==> config.mk <==
export PLATFORM = sky130hd
export DESIGN_NAME = np2_mem_top
export DESIGN_NICKNAME = d
export VERILOG_FILES = /design/src/source/np2_geom_pkg.sv /design/src/source/np2_op_pkg.sv /design/src/source/np2_addr_ramwrap.sv /design/src/source/np2_bank_ram.sv /design/src/source/np2_mem_top.sv /design/src/source/np2_req_ctrl.sv
export SDC_FILE = /design/constraint.sdc
export NUM_CORES = 1
export LEC_CHECK = 0
export ABC_CLOCK_PERIOD_IN_PS = 5150
export BUFFER_PORTS_ARGS = -buffer_cell sky130_fd_sc_hd__buf_2
export CORE_ASPECT_RATIO = 1.2
export CORE_MARGIN = 1.5
export CORE_UTILIZATION = 63
export DETAILED_ROUTE_END_ITERATION = 12
export GPL_TIMING_DRIVEN = 0
export PLACE_DENSITY = 0.91
export SLEW_MARGIN = 0
export SYNTH_ARGS = -nofsm -noshare
export SYNTH_HDL_FRONTEND = slang
export SYNTH_HIERARCHICAL = 1
export SYNTH_SLANG_ARGS = --single-unit
==> constraint.sdc <==
create_clock -name clk -period 5.15 [get_ports clk]
set_clock_uncertainty 0.15 [all_clocks]
set_input_delay 0.515 -clock clk [delete_from_list [all_inputs] [get_ports clk]]
set_output_delay 0.515 -clock clk [all_outputs]
set_load 0.02 [all_outputs]
==> src/source/np2_geom_pkg.sv <==
`default_nettype none

package np2_geom_pkg;

  // Flat word address space seen by the requester.
  localparam int NUMADDR = 64;
  localparam int BITADDR = 6;

  // Five banks of twelve rows, so the top four addresses are unbacked.
  localparam int NUMVBNK = 5;
  localparam int BITVBNK = 3;
  localparam int NUMVROW = 12;
  localparam int BITVROW = 4;

  // The requester starts with one credit per queue slot.
  localparam int REQ_DEPTH   = 4;
  localparam int RSP_CREDITS = 2;

endpackage

`default_nettype wire

==> src/source/np2_op_pkg.sv <==
`default_nettype none

package np2_op_pkg;

  // Width of one stored word.
  localparam int DATA_W = 16;

  // Command opcode carried with every request.
  typedef enum logic {
    OP_READ  = 1'b0,
    OP_WRITE = 1'b1
  } np2_op_e;

  // Response status.
  // ST_RANGE marks an address past the last backed row of the last bank.
  typedef enum logic {
    ST_OK    = 1'b0,
    ST_RANGE = 1'b1
  } np2_status_e;

endpackage

`default_nettype wire

==> src/source/np2_addr_ramwrap.sv <==
`timescale 1ns/1ps
`default_nettype none

module np2_addr_ramwrap #(
  parameter int NUMADDR = 8192,
  parameter int BITADDR = 13,
  parameter int NUMVBNK = 8,
  parameter int BITVBNK = 3,
  parameter int BITPBNK = BITVBNK,
  parameter int NUMVROW = 1024,
  parameter int BITVROW = 10,
  localparam int LBITPBK = (BITPBNK > 0) ? BITPBNK : 1
) (
  input  logic [BITADDR-1:0] vaddr,
  output logic [LBITPBK-1:0] vbadr,
  output logic [BITVROW-1:0] vradr
);

  localparam int MAPW = LBITPBK + BITVROW;

  // Splits the low nbnk*NUMVROW addresses by walking the set bits of NUMVROW.
  // Each set bit b owns a slab of 2**b rows in every bank, stacked above the slabs
  // of the higher bits, so each address lands on exactly one bank and row.
  function automatic logic [MAPW-1:0] split_np2(input logic [BITADDR-1:0] addr,
                                                input int nbnk);
    int lo_rows;
    int hi_rows;
    logic [LBITPBK-1:0] bnk;
    logic [BITVROW-1:0] row;
    bnk = '1;
    row = '0;
    for (int b = 0; b < BITVROW; b++) begin
      if (((NUMVROW >> b) & 1) != 0) begin
        lo_rows = NUMVROW & ~((1 << b) - 1);
        hi_rows = NUMVROW & ~((1 << (b + 1)) - 1);
        if (int'(addr) < nbnk * lo_rows) begin
          bnk = LBITPBK'((int'(addr) - nbnk * hi_rows) >> b);
          row = BITVROW'((int'(addr) & ((1 << b) - 1)) | hi_rows);
        end
      end
    end
    return {bnk, row};
  endfunction

  generate
    if (BITVBNK == 0) begin : g_one_bank
      always_comb begin
        vbadr = '0;
        vradr = BITVROW'(vaddr);
      end
    end else begin : g_banked
      always_comb begin
        vbadr = '1;
        vradr = '0;
        if (NUMVBNK * NUMVROW == NUMADDR) begin
          // Geometry fills the address space exactly.
          if (NUMVROW == (1 << BITVROW)) begin
            vbadr = LBITPBK'(vaddr >> BITVROW);
            vradr = BITVROW'(vaddr);
          end else if (NUMVBNK == (1 << BITVBNK)) begin
            vbadr = LBITPBK'(vaddr & ((1 << BITVBNK) - 1));
            vradr = BITVROW'(vaddr >> BITVBNK);
          end else begin
            {vbadr, vradr} = split_np2(vaddr, NUMVBNK);
          end
        end else begin
          // The last bank is filled linearly and the rest share the split rules.
          if (int'(vaddr) >= NUMVBNK * NUMVROW) begin
            vbadr = '1;
            vradr = '0;
          end else if (int'(vaddr) >= (NUMVBNK - 1) * NUMVROW) begin
            vbadr = LBITPBK'(NUMVBNK - 1);
            vradr = BITVROW'(int'(vaddr) - (NUMVBNK - 1) * NUMVROW);
          end else if (NUMVROW == (1 << BITVROW)) begin
            vbadr = LBITPBK'(vaddr >> BITVROW);
            vradr = BITVROW'(vaddr);
          end else if ((NUMVBNK - 1) == (1 << BITVBNK)) begin
            vbadr = LBITPBK'(vaddr & ((1 << BITVBNK) - 1));
            vradr = BITVROW'(vaddr >> BITVBNK);
          end else begin
            {vbadr, vradr} = split_np2(vaddr, NUMVBNK - 1);
          end
        end
      end
    end
  endgenerate

endmodule

`default_nettype wire

==> src/source/np2_bank_ram.sv <==
`timescale 1ns/1ps
`default_nettype none

module np2_bank_ram
  import np2_op_pkg::*;
#(
  parameter int NUMVROW = 12,
  parameter int BITVROW = 4
) (
  input  logic              clk,
  input  logic              we,
  input  logic [BITVROW-1:0] row,
  input  logic [DATA_W-1:0]  wdata,
  output logic [DATA_W-1:0]  rdata
);

  logic [DATA_W-1:0] mem [NUMVROW];

  always_ff @(posedge clk) begin
    if (we) begin
      mem[row] <= wdata;
    end
  end

  // The addressed row is read every cycle.
  // A read in the same cycle as a write to that row returns the old word.
  always_ff @(posedge clk) begin
    rdata <= mem[row];
  end

endmodule

`default_nettype wire

==> src/source/np2_mem_top.sv <==
`timescale 1ns/1ps
`default_nettype none

module np2_mem_top
  import np2_geom_pkg::*;
  import np2_op_pkg::*;
#(
  parameter int NUMADDR     = np2_geom_pkg::NUMADDR,
  parameter int BITADDR     = np2_geom_pkg::BITADDR,
  parameter int NUMVBNK     = np2_geom_pkg::NUMVBNK,
  parameter int BITVBNK     = np2_geom_pkg::BITVBNK,
  parameter int NUMVROW     = np2_geom_pkg::NUMVROW,
  parameter int BITVROW     = np2_geom_pkg::BITVROW,
  parameter int REQ_DEPTH   = np2_geom_pkg::REQ_DEPTH,
  parameter int RSP_CREDITS = np2_geom_pkg::RSP_CREDITS
) (
  input  logic               clk,
  input  logic               rst,
  input  logic               req_valid,
  input  np2_op_e            req_op,
  input  logic [BITADDR-1:0] req_addr,
  input  logic [DATA_W-1:0]  req_wdata,
  output logic               req_credit,
  output logic               rsp_valid,
  output np2_status_e        rsp_status,
  output logic [DATA_W-1:0]  rsp_rdata,
  input  logic               rsp_credit
);

  logic [BITADDR-1:0] map_addr;
  logic [BITVBNK-1:0] bank_sel;
  logic [BITVROW-1:0] row_sel;
  logic [NUMVBNK-1:0] bank_we;
  logic [BITVROW-1:0] bank_row;
  logic [DATA_W-1:0]  bank_wdata;
  logic [BITVBNK-1:0] rd_bank;
  logic [DATA_W-1:0]  bank_rdata;
  logic [DATA_W-1:0]  bank_rd [NUMVBNK];

  np2_req_ctrl #(
    .NUMVBNK     (NUMVBNK),
    .NUMVROW     (NUMVROW),
    .BITADDR     (BITADDR),
    .BITVBNK     (BITVBNK),
    .BITVROW     (BITVROW),
    .REQ_DEPTH   (REQ_DEPTH),
    .RSP_CREDITS (RSP_CREDITS)
  ) u_ctrl (
    .clk        (clk),
    .rst        (rst),
    .req_valid  (req_valid),
    .req_op     (req_op),
    .req_addr   (req_addr),
    .req_wdata  (req_wdata),
    .req_credit (req_credit),
    .rsp_valid  (rsp_valid),
    .rsp_status (rsp_status),
    .rsp_rdata  (rsp_rdata),
    .rsp_credit (rsp_credit),
    .map_addr   (map_addr),
    .bank_sel   (bank_sel),
    .row_sel    (row_sel),
    .bank_we    (bank_we),
    .bank_row   (bank_row),
    .bank_wdata (bank_wdata),
    .rd_bank    (rd_bank),
    .bank_rdata (bank_rdata)
  );

  np2_addr_ramwrap #(
    .NUMADDR (NUMADDR),
    .BITADDR (BITADDR),
    .NUMVBNK (NUMVBNK),
    .BITVBNK (BITVBNK),
    .BITPBNK (BITVBNK),
    .NUMVROW (NUMVROW),
    .BITVROW (BITVROW)
  ) u_map (
    .vaddr (map_addr),
    .vbadr (bank_sel),
    .vradr (row_sel)
  );

  for (genvar i = 0; i < NUMVBNK; i++) begin : g_bank
    np2_bank_ram #(
      .NUMVROW (NUMVROW),
      .BITVROW (BITVROW)
    ) u_bank (
      .clk   (clk),
      .we    (bank_we[i]),
      .row   (bank_row),
      .wdata (bank_wdata),
      .rdata (bank_rd[i])
    );
  end

  // Picks the bank that was addressed at the previous edge.
  always_comb begin
    bank_rdata = '0;
    for (int i = 0; i < NUMVBNK; i++) begin
      if (rd_bank == BITVBNK'(i)) begin
        bank_rdata = bank_rd[i];
      end
    end
  end

endmodule

`default_nettype wire

==> src/source/np2_req_ctrl.sv <==
`timescale 1ns/1ps
`default_nettype none

module np2_req_ctrl
  import np2_op_pkg::*;
#(
  parameter int NUMVBNK     = 5,
  parameter int NUMVROW     = 12,
  parameter int BITADDR     = 6,
  parameter int BITVBNK     = 3,
  parameter int BITVROW     = 4,
  parameter int REQ_DEPTH   = 4,
  parameter int RSP_CREDITS = 2
) (
  input  logic               clk,
  input  logic               rst,
  input  logic               req_valid,
  input  np2_op_e            req_op,
  input  logic [BITADDR-1:0] req_addr,
  input  logic [DATA_W-1:0]  req_wdata,
  output logic               req_credit,
  output logic               rsp_valid,
  output np2_status_e        rsp_status,
  output logic [DATA_W-1:0]  rsp_rdata,
  input  logic               rsp_credit,
  output logic [BITADDR-1:0] map_addr,
  input  logic [BITVBNK-1:0] bank_sel,
  input  logic [BITVROW-1:0] row_sel,
  output logic [NUMVBNK-1:0] bank_we,
  output logic [BITVROW-1:0] bank_row,
  output logic [DATA_W-1:0]  bank_wdata,
  output logic [BITVBNK-1:0] rd_bank,
  input  logic [DATA_W-1:0]  bank_rdata
);

  localparam int NUMVADR = NUMVBNK * NUMVROW;
  localparam int PTR_W   = (REQ_DEPTH > 1) ? $clog2(REQ_DEPTH) : 1;
  localparam int CNT_W   = $clog2(REQ_DEPTH + 1);
  localparam int CRD_W   = $clog2(RSP_CREDITS + 1);

  np2_op_e           q_op    [REQ_DEPTH];
  logic [BITADDR-1:0] q_addr  [REQ_DEPTH];
  logic [DATA_W-1:0]  q_wdata [REQ_DEPTH];

  logic [PTR_W-1:0] wr_ptr;
  logic [PTR_W-1:0] rd_ptr;
  logic [CNT_W-1:0] q_count;
  logic [CRD_W-1:0] out_cred;
  logic             pop;
  logic             head_in_range;
  logic             head_write;

  logic        s1_valid;
  np2_op_e     s1_op;
  np2_status_e s1_status;

  function automatic logic [PTR_W-1:0] ptr_next(input logic [PTR_W-1:0] ptr);
    if (ptr == PTR_W'(REQ_DEPTH - 1)) begin
      return '0;
    end
    return ptr + 1'b1;
  endfunction

  // The requester only sends with a credit in hand, so a push never finds the queue full.
  always_ff @(posedge clk) begin
    if (req_valid) begin
      q_op[wr_ptr]    <= req_op;
      q_addr[wr_ptr]  <= req_addr;
      q_wdata[wr_ptr] <= req_wdata;
    end
  end

  // A response slot is reserved when its command issues, which keeps the two
  // commands in flight from overrunning the consumer.
  assign pop = (q_count != '0) && (out_cred != '0);

  assign req_credit    = pop;
  assign map_addr      = q_addr[rd_ptr];
  assign head_write    = (q_op[rd_ptr] == OP_WRITE);
  assign head_in_range = (32'(map_addr) < NUMVADR);

  assign bank_we    = (pop && head_write && head_in_range) ? (NUMVBNK'(1) << bank_sel) : '0;
  assign bank_row   = row_sel;
  assign bank_wdata = q_wdata[rd_ptr];

  always_ff @(posedge clk) begin
    if (rst) begin
      wr_ptr   <= '0;
      rd_ptr   <= '0;
      q_count  <= '0;
      out_cred <= CRD_W'(RSP_CREDITS);
    end else begin
      if (req_valid) begin
        wr_ptr <= ptr_next(wr_ptr);
      end
      if (pop) begin
        rd_ptr <= ptr_next(rd_ptr);
      end
      case ({req_valid, pop})
        2'b10:   q_count <= q_count + 1'b1;
        2'b01:   q_count <= q_count - 1'b1;
        default: q_count <= q_count;
      endcase
      case ({pop, rsp_credit})
        2'b10:   out_cred <= out_cred - 1'b1;
        2'b01:   out_cred <= out_cred + 1'b1;
        default: out_cred <= out_cred;
      endcase
    end
  end

  // Bank data for the issued command appears one cycle after the pop.
  always_ff @(posedge clk) begin
    if (rst) begin
      s1_valid  <= 1'b0;
      rsp_valid <= 1'b0;
    end else begin
      s1_valid  <= pop;
      rsp_valid <= s1_valid;
    end
  end

  always_ff @(posedge clk) begin
    if (pop) begin
      s1_op     <= q_op[rd_ptr];
      s1_status <= head_in_range ? ST_OK : ST_RANGE;
      rd_bank   <= bank_sel;
    end
  end

  always_ff @(posedge clk) begin
    if (s1_valid) begin
      rsp_status <= s1_status;
      if (s1_op == OP_READ && s1_status == ST_OK) begin
        rsp_rdata <= bank_rdata;
      end else begin
        rsp_rdata <= '0;
      end
    end
  end

endmodule

`default_nettype wire

==> results of run 1 <==
routing by layer:
layer / vias up / wire, um
li1: 9692 / -
met1: 12100 / 36500
met2: 1617 / 52600
met3: 344 / 9370
met4: 6 / 6380
met5: - / 40
how the worst max path moves through the flow:
stage	start	endpoint	slack [ps]	cells past startpoint
detailed placement	flop	g_bank[1].u_bank/mem[1][12]	270	8
CTS	flop	g_bank[0].u_bank/mem[5][11]	140	8
finish	flop	g_bank[0].u_bank/mem[2][10]	360	8
global route	flop	g_bank[2].u_bank/mem[1][14]	310	8
floorplan	flop	g_bank[0].u_bank/mem[0][0]	1040	8
global placement	flop	g_bank[1].u_bank/mem[0][3]	-120	8
area by class of cell:
cell class / instances / area (sq um)
diodes: 1 / 2.50
multi-input cells: 1007 / 10200
fillers: 3683 / 20200
flip-flops and latches: 1167 / 34100
clock inverters: 58 / 716
clock buffers: 130 / 2760
well taps: 926 / 1160
plain buffers: 136 / 1100
repair buffers: 88 / 697
inverters: 9 / 33.8
cell families after synthesis:
| group | Yosys count | synth area share [%] |
|---|---|---|
| flip-flops | 1167 | 75.4 |
| multiplexers | 451 | 13.4 |
| AO/OA/AOI/OAI | 273 | 5.52 |
| AND/OR/NAND/NOR | 271 | 2.87 |
| buffers and inverters | 145 | 2.51 |
| adder cells (fa/ha/maj) | 8 | 0.238 |
| XOR/XNOR | 4 | 0.0775 |
sequential cells by signal (all words and copies together), names as in the netlist, named ones only:
name,flops
u_ctrl/rd_bank,3
u_ctrl/s1_valid,1
g_bank.u_bank/mem,960
u_ctrl/q_wdata,64
u_ctrl/s1_status,1
u_ctrl/rsp_status,1
u_ctrl/rd_ptr,2
u_ctrl/s1_op,1
u_ctrl/q_op,4
u_ctrl/rsp_rdata,16
g_bank.u_bank/rdata,80
u_ctrl/wr_ptr,2
u_ctrl/rsp_valid,1
u_ctrl/q_addr,24
u_ctrl/q_count,3
u_ctrl/out_cred,2
tightest hold or removal path: stages:
cell	delay, ps
buf_2	130
mux2i_1	80
nor2_1	80
per-stage QoR:
stage	utilization, %	instance area [sq um]	TNS (ps)	worst slack, ps
floorplan	-	45200	0	1040
global placement	65.7	46600	-4230	-124
detailed placement	66.1	46900	0	273
CTS	71.3	50600	0	142
global route	71.5	50800	0	310
finish	71.5	50800	0	357
synthesized netlist by cell type, types with 10 or more instances:
cell type	n	area, sq um
a221o_1	10	100
a22o_1	80	701
and2_1	22	138
buf_1	10	37.5
buf_12	16	320
buf_2	28	140
buf_4	30	225
buf_6	23	259
clkbuf_1	19	71.3
clkbuf_2	10	50.1
dfxtp_1	93	1860
edfxtp_1	1074	32300
mux2_2	165	1860
mux2i_1	177	1770
mux4_2	103	2320
nand2_1	98	368
nand2b_1	20	125
nand3b_1	10	75.1
nor2_1	69	259
nor3_1	16	80.1
o22ai_1	76	475
o31ai_2	80	1000
where the power goes:
group / internal (uW) / switching [uW] / leakage, uW
Sequential: 11900 / 279 / 0.0105
Combinational: 3290 / 5630 / 0.00470
Clock: 4520 / 3440 / 0.00171
timing repair:
item / in CTS / in global routing
hold endpoints to repair: 93 / 0
hold buffers: 24 / 0
endpoints found under the setup margin: 0 / 0
==> impl_metrics.toml, run 1 <==
[clock_tree]
cts.sinks = 1167
clockBufferDepth = 3
clk_pin_slew_ps = 60
cts_setup_buffers = 0
cts_root_buf = "clkbuf_16"
post_cts_resized = 0
clk_latency_ps = 690
cts_tree = "done"
cts_buffers = 102
htree_num_levels = 3

[setup_path]
reg2reg_to = "g_bank[0].u_bank/mem[2][10]"
cp.required_ps = 5280
rrSetupSlack_ps = 360
path_class = "reg2reg"
critical_path_arrival_ps = 4930
worstPathCellList = "buf_6 > mux4_2 > nor2b_1 > a2bb2oi_1 > or2_2 > nor4_1 > or3b_2 > nor2_2"
crit_family = "simple AND/OR/NAND/NOR gates"
worst_path_max_delay_cell = "nor4_1"
crit_buf_inv = 1
critPathMaxStageDelay_ps = 990
worstPathMaxFanout = 16
cp-start-kind = "flop"
cp-end-kind = "flop"
r2r_cells = 8

[final_layout]
layout_common_cells = "edfxtp_1, mux2i_1, mux2_2"
drive_gt1_share_pct = 29.3
instances_no_fill = 3522
final_common_cell = "edfxtp_1"
nets = 2546
area_delta_synth_final_pct = 12.2

[sta]
fmax_mhz = 209
relSlewSlack_pct = 6.02
final.period_utilization_pct = 93.1
hold_ws_ps = 22.8
finalSetupViolCount = 0
period_needed_ps = 4790
worst_slew_pin_slew_ps = 1400
rsz0062_at_grt = "false"
slew_viol_final = 0
hold_viol_final = 0

[synth]
syn_area_sq_mm = 0.0452
synthCells = 2319
synth_edf_count = 1074
ys.flop_type = "edfxtp_1"
synth-seq-cells = 1167
syn_nets = 2354
ys_async_sr_fraction_pct = 0
synth-seq-area-share_pct = 75.4
yosysWarnings = 6
synthDistinctLibCells = 48
syn_area_per_cell_sq_um = 19.5

[grt]
antenna_found_initial = 3
grt_usage_pct = 29.0
grt_overflow = 0
grt_max_degree = 61
use_met1_pct = 36.1
use_met2_pct = 48.0
grt_pass1_wl_um = 155000
grtUsageMet3_pct = 5.39
busiest_layer = "met2"
first_global_vias = 24200

[floorplan]
core_area_sq_mm = 0.0710
rows = 107
initial_core_util_pct = 63.7
die_area_sq_mm = 0.0734
die_w_um = 248
die-height_um = 297
io_pins = 46

[worst_hold_path]
min_to = "u_ctrl/wr_ptr[1]"
worstHoldStart = "req_valid"
whs_path_depth = 3
worstHoldPathType = "in2reg"

[power]
ir_drop_uv = 349
p_leak_uw = 0.0169
p_total_uw = 29000
p_per_area_mw_per_mm2 = 572

[drt]
drtIter0Drc = 2998
wl_per_cell_um = 29.8
drc = 0
viasPerCell = 6.73
wl_um = 105000
dr.pass1.iters = 9
via_count = 23700
ant_nets = 0

[flow_run]
maxCapViolCount = 0

[placement]
placed_cells = 3307
dpl.hpwl_um = 60300
portBuffers = 45
gp_congestion = 0.937

[outcome]
status = "finished, final reports clean"
No activity file was read; power rests on OpenSTA's default activity.
==> inputs of run 2 (changes only) <==
Settings changed: CAP_MARGIN set to 20, CORE_UTILIZATION 63 to 30, PLACE_DENSITY 0.91 to 0.56.
==> run 2 against run 1 <==
Against the previous run:
- clock power up 7.9%
- first-iteration DRC count down 52%
- via count decreased by 7.8%
- die area grew 110%
- clock-buffer cell count rose by 23
==> impl_metrics.toml, run 2 (synthesis gave the netlist of run 1 again) <==
[clock_tree]
clockBufferDepth = 3
post_cts_resized = 0
cts.sinks = 1167
htree_num_levels = 3
cts_root_buf = "clkbuf_16"
clk_pin_slew_ps = 60
cts_buffers = 119
clk_latency_ps = 710
cts_tree = "done"
cts_setup_buffers = 0

[floorplan]
initial_core_util_pct = 30.3
core_area_sq_mm = 0.149
die_w_um = 357
die_area_sq_mm = 0.153
io_pins = 46
die-height_um = 428
rows = 155

[setup_path]
r2r_cells = 8
crit_family = "simple AND/OR/NAND/NOR gates"
worst_path_max_delay_cell = "nor4_1"
worstPathMaxFanout = 16
reg2reg_to = "g_bank[1].u_bank/mem[1][3]"
crit_buf_inv = 1
critPathMaxStageDelay_ps = 910
rrSetupSlack_ps = 530
path_class = "reg2reg"
worstPathCellList = "buf_6 > mux4_2 > nor2b_1 > a2bb2oi_1 > nand2b_1 > nor4_1 > or3b_2 > nor2_2"
cp-end-kind = "flop"
cp.required_ps = 5320
cp-start-kind = "flop"
critical_path_arrival_ps = 4790

[power]
ir_drop_uv = 321
p_per_area_mw_per_mm2 = 555
p_leak_uw = 0.0175

[placement]
pre_cts_ws_ps = 599
portBuffers = 45
dpl.hpwl_um = 68700
gp_congestion = 0.811

[sta]
finalSetupViolCount = 0
hold_viol_final = 0
worst_slew_pin_slew_ps = 1180
slew_viol_final = 0
final.period_utilization_pct = 89.7
final.setup.worst_slack_ps = 529
rsz0062_at_grt = "false"
fmax_mhz = 216
period_needed_ps = 4620
relSlewSlack_pct = 20.6

[grt]
grt_overflow = 0
grt_max_degree = 61
grt_usage_pct = 13.7
grt_pass1_wl_um = 153000
antenna_found_initial = 6
first_global_vias = 22300

[flow_run]
maxCapViolCount = 0

[final_layout]
nets = 2611
final_common_cell = "edfxtp_1"
drive_gt1_share_pct = 30.7
largest_reg_flops = 960
layout_common_cells = "edfxtp_1, mux2i_1, mux2_2"
top_register = "g_bank.u_bank/mem"
final_util_pct = 35.7
top_regs = "g_bank.u_bank/mem x960, g_bank.u_bank/rdata x80, u_ctrl/q_wdata x64"
area_delta_synth_final_pct = 17.8

[drt]
via_count = 21900
wl_per_cell_um = 22.8
dr.pass1.iters = 5
ant_nets = 0
viasPerCell = 4.71
wl_um = 106000
drtIter0Drc = 1428
drc = 0

[worst_hold_path]
worstHoldPathType = "in2reg"
whs_path_depth = 4
min_to = "u_ctrl/out_cred[0]"
worstHoldStart = "rsp_credit"

[outcome]
status = "finished, final reports clean"
[run 2: cell count changes in the layout (fill, tap and decap cells not counted), sizes merged, moves of 2 or more]
cell | before | now
buf | 171 | 218
clkbuf | 159 | 182
clkinv | 34 | 51
diode | 1 | 5
bufinv | 14 | 11
inv | 15 | 13
[run 2: timing repair]
item	in CTS	in global routing
setup endpoints to repair	0	0
hold endpoints to repair	95	0
hold buffers	25	0
[run 2: worst max path at each step]
stage	startpoint	endpoint	slack, ps	cells past startpoint
final	flop	g_bank[1].u_bank/mem[1][3]	530	8
after global placement	flop	g_bank[4].u_bank/mem[0][1]	-590	8
after detailed placement	flop	g_bank[1].u_bank/mem[1][9]	600	8
after global routing	flop	g_bank[1].u_bank/mem[4][4]	370	9
after CTS	flop	g_bank[1].u_bank/mem[1][9]	580	8
after floorplan	flop	g_bank[0].u_bank/mem[0][0]	1040	8
[run 2: layer usage]
layer | GRT usage (%) | vias up | routed length [um]
li1 | - | 9875 | -
met3 | 2.18 | 133 | 4600
met2 | 23.4 | 479 | 53600
met4 | 3.99 | 0 | 2560
met5 | 0 | - | 0
met1 | 17.6 | 11400 | 45000
[run 2: worst register-to-register path: stages, from the launching register on]
cell and delay, ps:
dfxtp_1 320, buf_6 130, mux4_2 610, nor2b_1 150
a2bb2oi_1 520, nand2b_1 110, nor4_1 910, or3b_2 590
nor2_2 750
[run 2: report_power, final]
group	switching (uW)	total, uW	internal, uW
clock network	3570	8590	5020
logic	5500	8880	3380
registers	242	12100	11900
[run 2: per-stage QoR]
stage	total power (uW)	cell area [sq um]	cells	hold WS (ps)	setup TNS [ps]
2_1_floorplan	17900	45200	2319	277	0
3_3_place_gp	21100	47900	4326	310	-76710
3_5_place_dp	21300	49100	4392	311	0
4_1_cts	30000	53300	4639	88.1	0
5_1_grt	30700	53300	4641	156	0
6_report	29600	53300	4644	172	0
[run 2: area by class of cell]
type / instances / area (sq um)
tap: 1962 / 2450
antenna: 5 / 12.5
timing repair buffer: 136 / 1470
buffer: 136 / 1100
sequential: 1167 / 34100
multi-input combinational: 1007 / 10200
clock inverter: 69 / 632
fill: 13700 / 95900
clock buffer: 153 / 3270
inverter: 9 / 33.8
==> inputs of run 3 (changes only) <==
Settings changed: ABC_CLOCK_PERIOD_IN_PS 5150 to 3900, PLACE_DENSITY 0.56 to 0.57.
Clock period 5.15 ns to 3.9 ns, I/O delays scaled along.
==> run 3 against run 2 <==
Against the previous run:
- clock power rose by 30%
- combinational power rose by 35%
- non-clock buffer count rose by 19
- clock-buffer cell count rose by 18
- sequential cell count did not move
- sequential share of layout area fell by 0.60 points
- largest power group unchanged
- total power rose by 32%
- worst setup slack got worse by 420 ps
==> impl_metrics.toml, run 3 (synthesis gave the netlist of run 1 again) <==
[outcome]
status = "finished, final reports clean"

[floorplan]
die-height_um = 428
die_area_sq_mm = 0.153
io_pins = 46
die_w_um = 357
rows = 155
core_area_sq_mm = 0.149
initial_core_util_pct = 30.3

[sta]
final.setup.worst_slack_ps = 114
rsz0062_at_grt = "false"
finalSetupViolCount = 0
slew_viol_final = 0
relSlewSlack_pct = 41.7
tns_ps = 0
worst_slew_pin_slew_ps = 875
hold_viol_final = 0
period_needed_ps = 3790
fmax_mhz = 264
final.period_utilization_pct = 97.1

[final_layout]
top_register = "g_bank.u_bank/mem"
drive_gt1_share_pct = 31.5
layout_common_cells = "edfxtp_1, mux2i_1, mux2_2"
top_regs = "g_bank.u_bank/mem x960, g_bank.u_bank/rdata x80, u_ctrl/q_wdata x64"
nets = 2630
final_common_cell = "edfxtp_1"
largest_reg_flops = 960
area_delta_synth_final_pct = 18.9
n_fill_cell = 13700

[setup_path]
worstPathCellList = "buf_6 > mux4_2 > nor2b_1 > o22ai_2 > nand2b_1 > nor4_1 > or3b_2 > nor2_2 > buf_8"
worstPathMaxFanout = 10
path_class = "reg2reg"
cp.required_ps = 4160
critPathMaxStageDelay_ps = 620
cp-end-kind = "flop"
rrSetupSlack_ps = 110
crit_family = "simple AND/OR/NAND/NOR gates"
cp-start-kind = "flop"
crit_buf_inv = 2
critical_path_arrival_ps = 4050
worst_path_max_delay_cell = "or3b_2"

[clock_tree]
cts_tree = "done"
cts_root_buf = "clkbuf_16"
clk_latency_ps = 710
cts_buffers = 119
clockBufferDepth = 3
htree_num_levels = 3
clk_pin_slew_ps = 60
cts.sinks = 1167

[drt]
drc = 0
dr.pass1.iters = 5
ant_nets = 0
drtIter0Drc = 1658
via_count = 21900
wl_um = 103000
wl_per_cell_um = 22.2
viasPerCell = 4.70

[grt]
grt_max_degree = 61
grt_pass1_wl_um = 152000
grt_usage_pct = 13.4
grt_overflow = 0
first_global_vias = 22800
antenna_found_initial = 6

[worst_hold_path]
worstHoldPathType = "in2reg"

[placement]
pre_cts_ws_ps = -704
gp_congestion = 0.812
dpl.hpwl_um = 70100
portBuffers = 45

[power]
ir_drop_uv = 413
p_leak_uw = 0.0176
p_per_area_mw_per_mm2 = 727

[flow_run]
maxCapViolCount = 0
-- run 3: cell types whose count changed in the layout (fill, tap and decap cells not counted), sizes merged --
cell,previous run,this run
clkbuf,182,197
inv,13,12
bufinv,11,7
buf,218,239
clkinvlp,3,2
dlygate4sd3,25,26
diode,5,4
clkinv,51,34
-- run 3: layout make-up --
class / instances / area (sq um) / area share (%)
clock inverter: 46 / 467 / 0.868
sequential: 1167 / 34100 / 63.4
buffer: 133 / 1090 / 2.03
multi-input combinational: 1007 / 10400 / 19.3
timing repair buffer: 158 / 1840 / 3.43
tap: 1962 / 2450 / 4.56
antenna: 4 / 10.0 / 0.0186
clock buffer: 171 / 3410 / 6.34
inverter: 9 / 33.8 / 0.0628
-- run 3: where the power goes --
| part | total, uW | leakage [uW] | internal, uW | switching, uW |
|---|---|---|---|---|
| clock | 11200 | 0.00190 | 6520 | 4670 |
| sequential | 15900 | 0.0105 | 15600 | 302 |
| combinational | 12000 | 0.00527 | 4610 | 7380 |
| total | 39100 | 0.0176 | 26800 | 12300 |
-- run 3: layer usage --
metal,global-route usage [%],vias up,part of all wire (%)
met5,0,-,0.038
met4,5.65,6,4.0
met3,1.94,188,4.1
met2,21.8,463,48
met1,17.7,11300,44
li1,-,9914,-
-- run 3: final timing paths --
| check | from | endpoint | cells past startpoint |
|---|---|---|---|
| setup / recovery | flop | g_bank[2].u_bank/mem[1][13] | 9 |
| setup reg to reg | flop | g_bank[2].u_bank/mem[1][13] | 9 |
| hold / removal | req_wdata[14] | u_ctrl/q_wdata[3][14] | 2 |
| hold reg to reg | u_ctrl/s1_status | u_ctrl/rsp_status | 0 |
-- run 3: timing repair --
item	CTS	global route
gates cloned	0	0
setup buffers	9	4
setup endpoints to repair	667	183
pin swaps	7	2
endpoints found under the hold margin	98	0
hold buffers	26	0
gates resized for setup	17	14
-- run 3: through the flow --
| step | instance area, sq um | total power (uW) | util [%] | hold WS, ps | instances |
|---|---|---|---|---|---|
| detailed placement | 49200 | 28200 | 33.0 | 288 | 4399 |
| finish | 53800 | 39100 | 36.1 | 292 | 4657 |
| global placement | 47900 | 27700 | 32.1 | 298 | 4326 |
| CTS | 53700 | 39500 | 36.0 | 243 | 4651 |
| floorplan | 45300 | 23700 | - | 277 | 2319 |
| global route | 53800 | 40600 | 36.1 | 278 | 4654 |
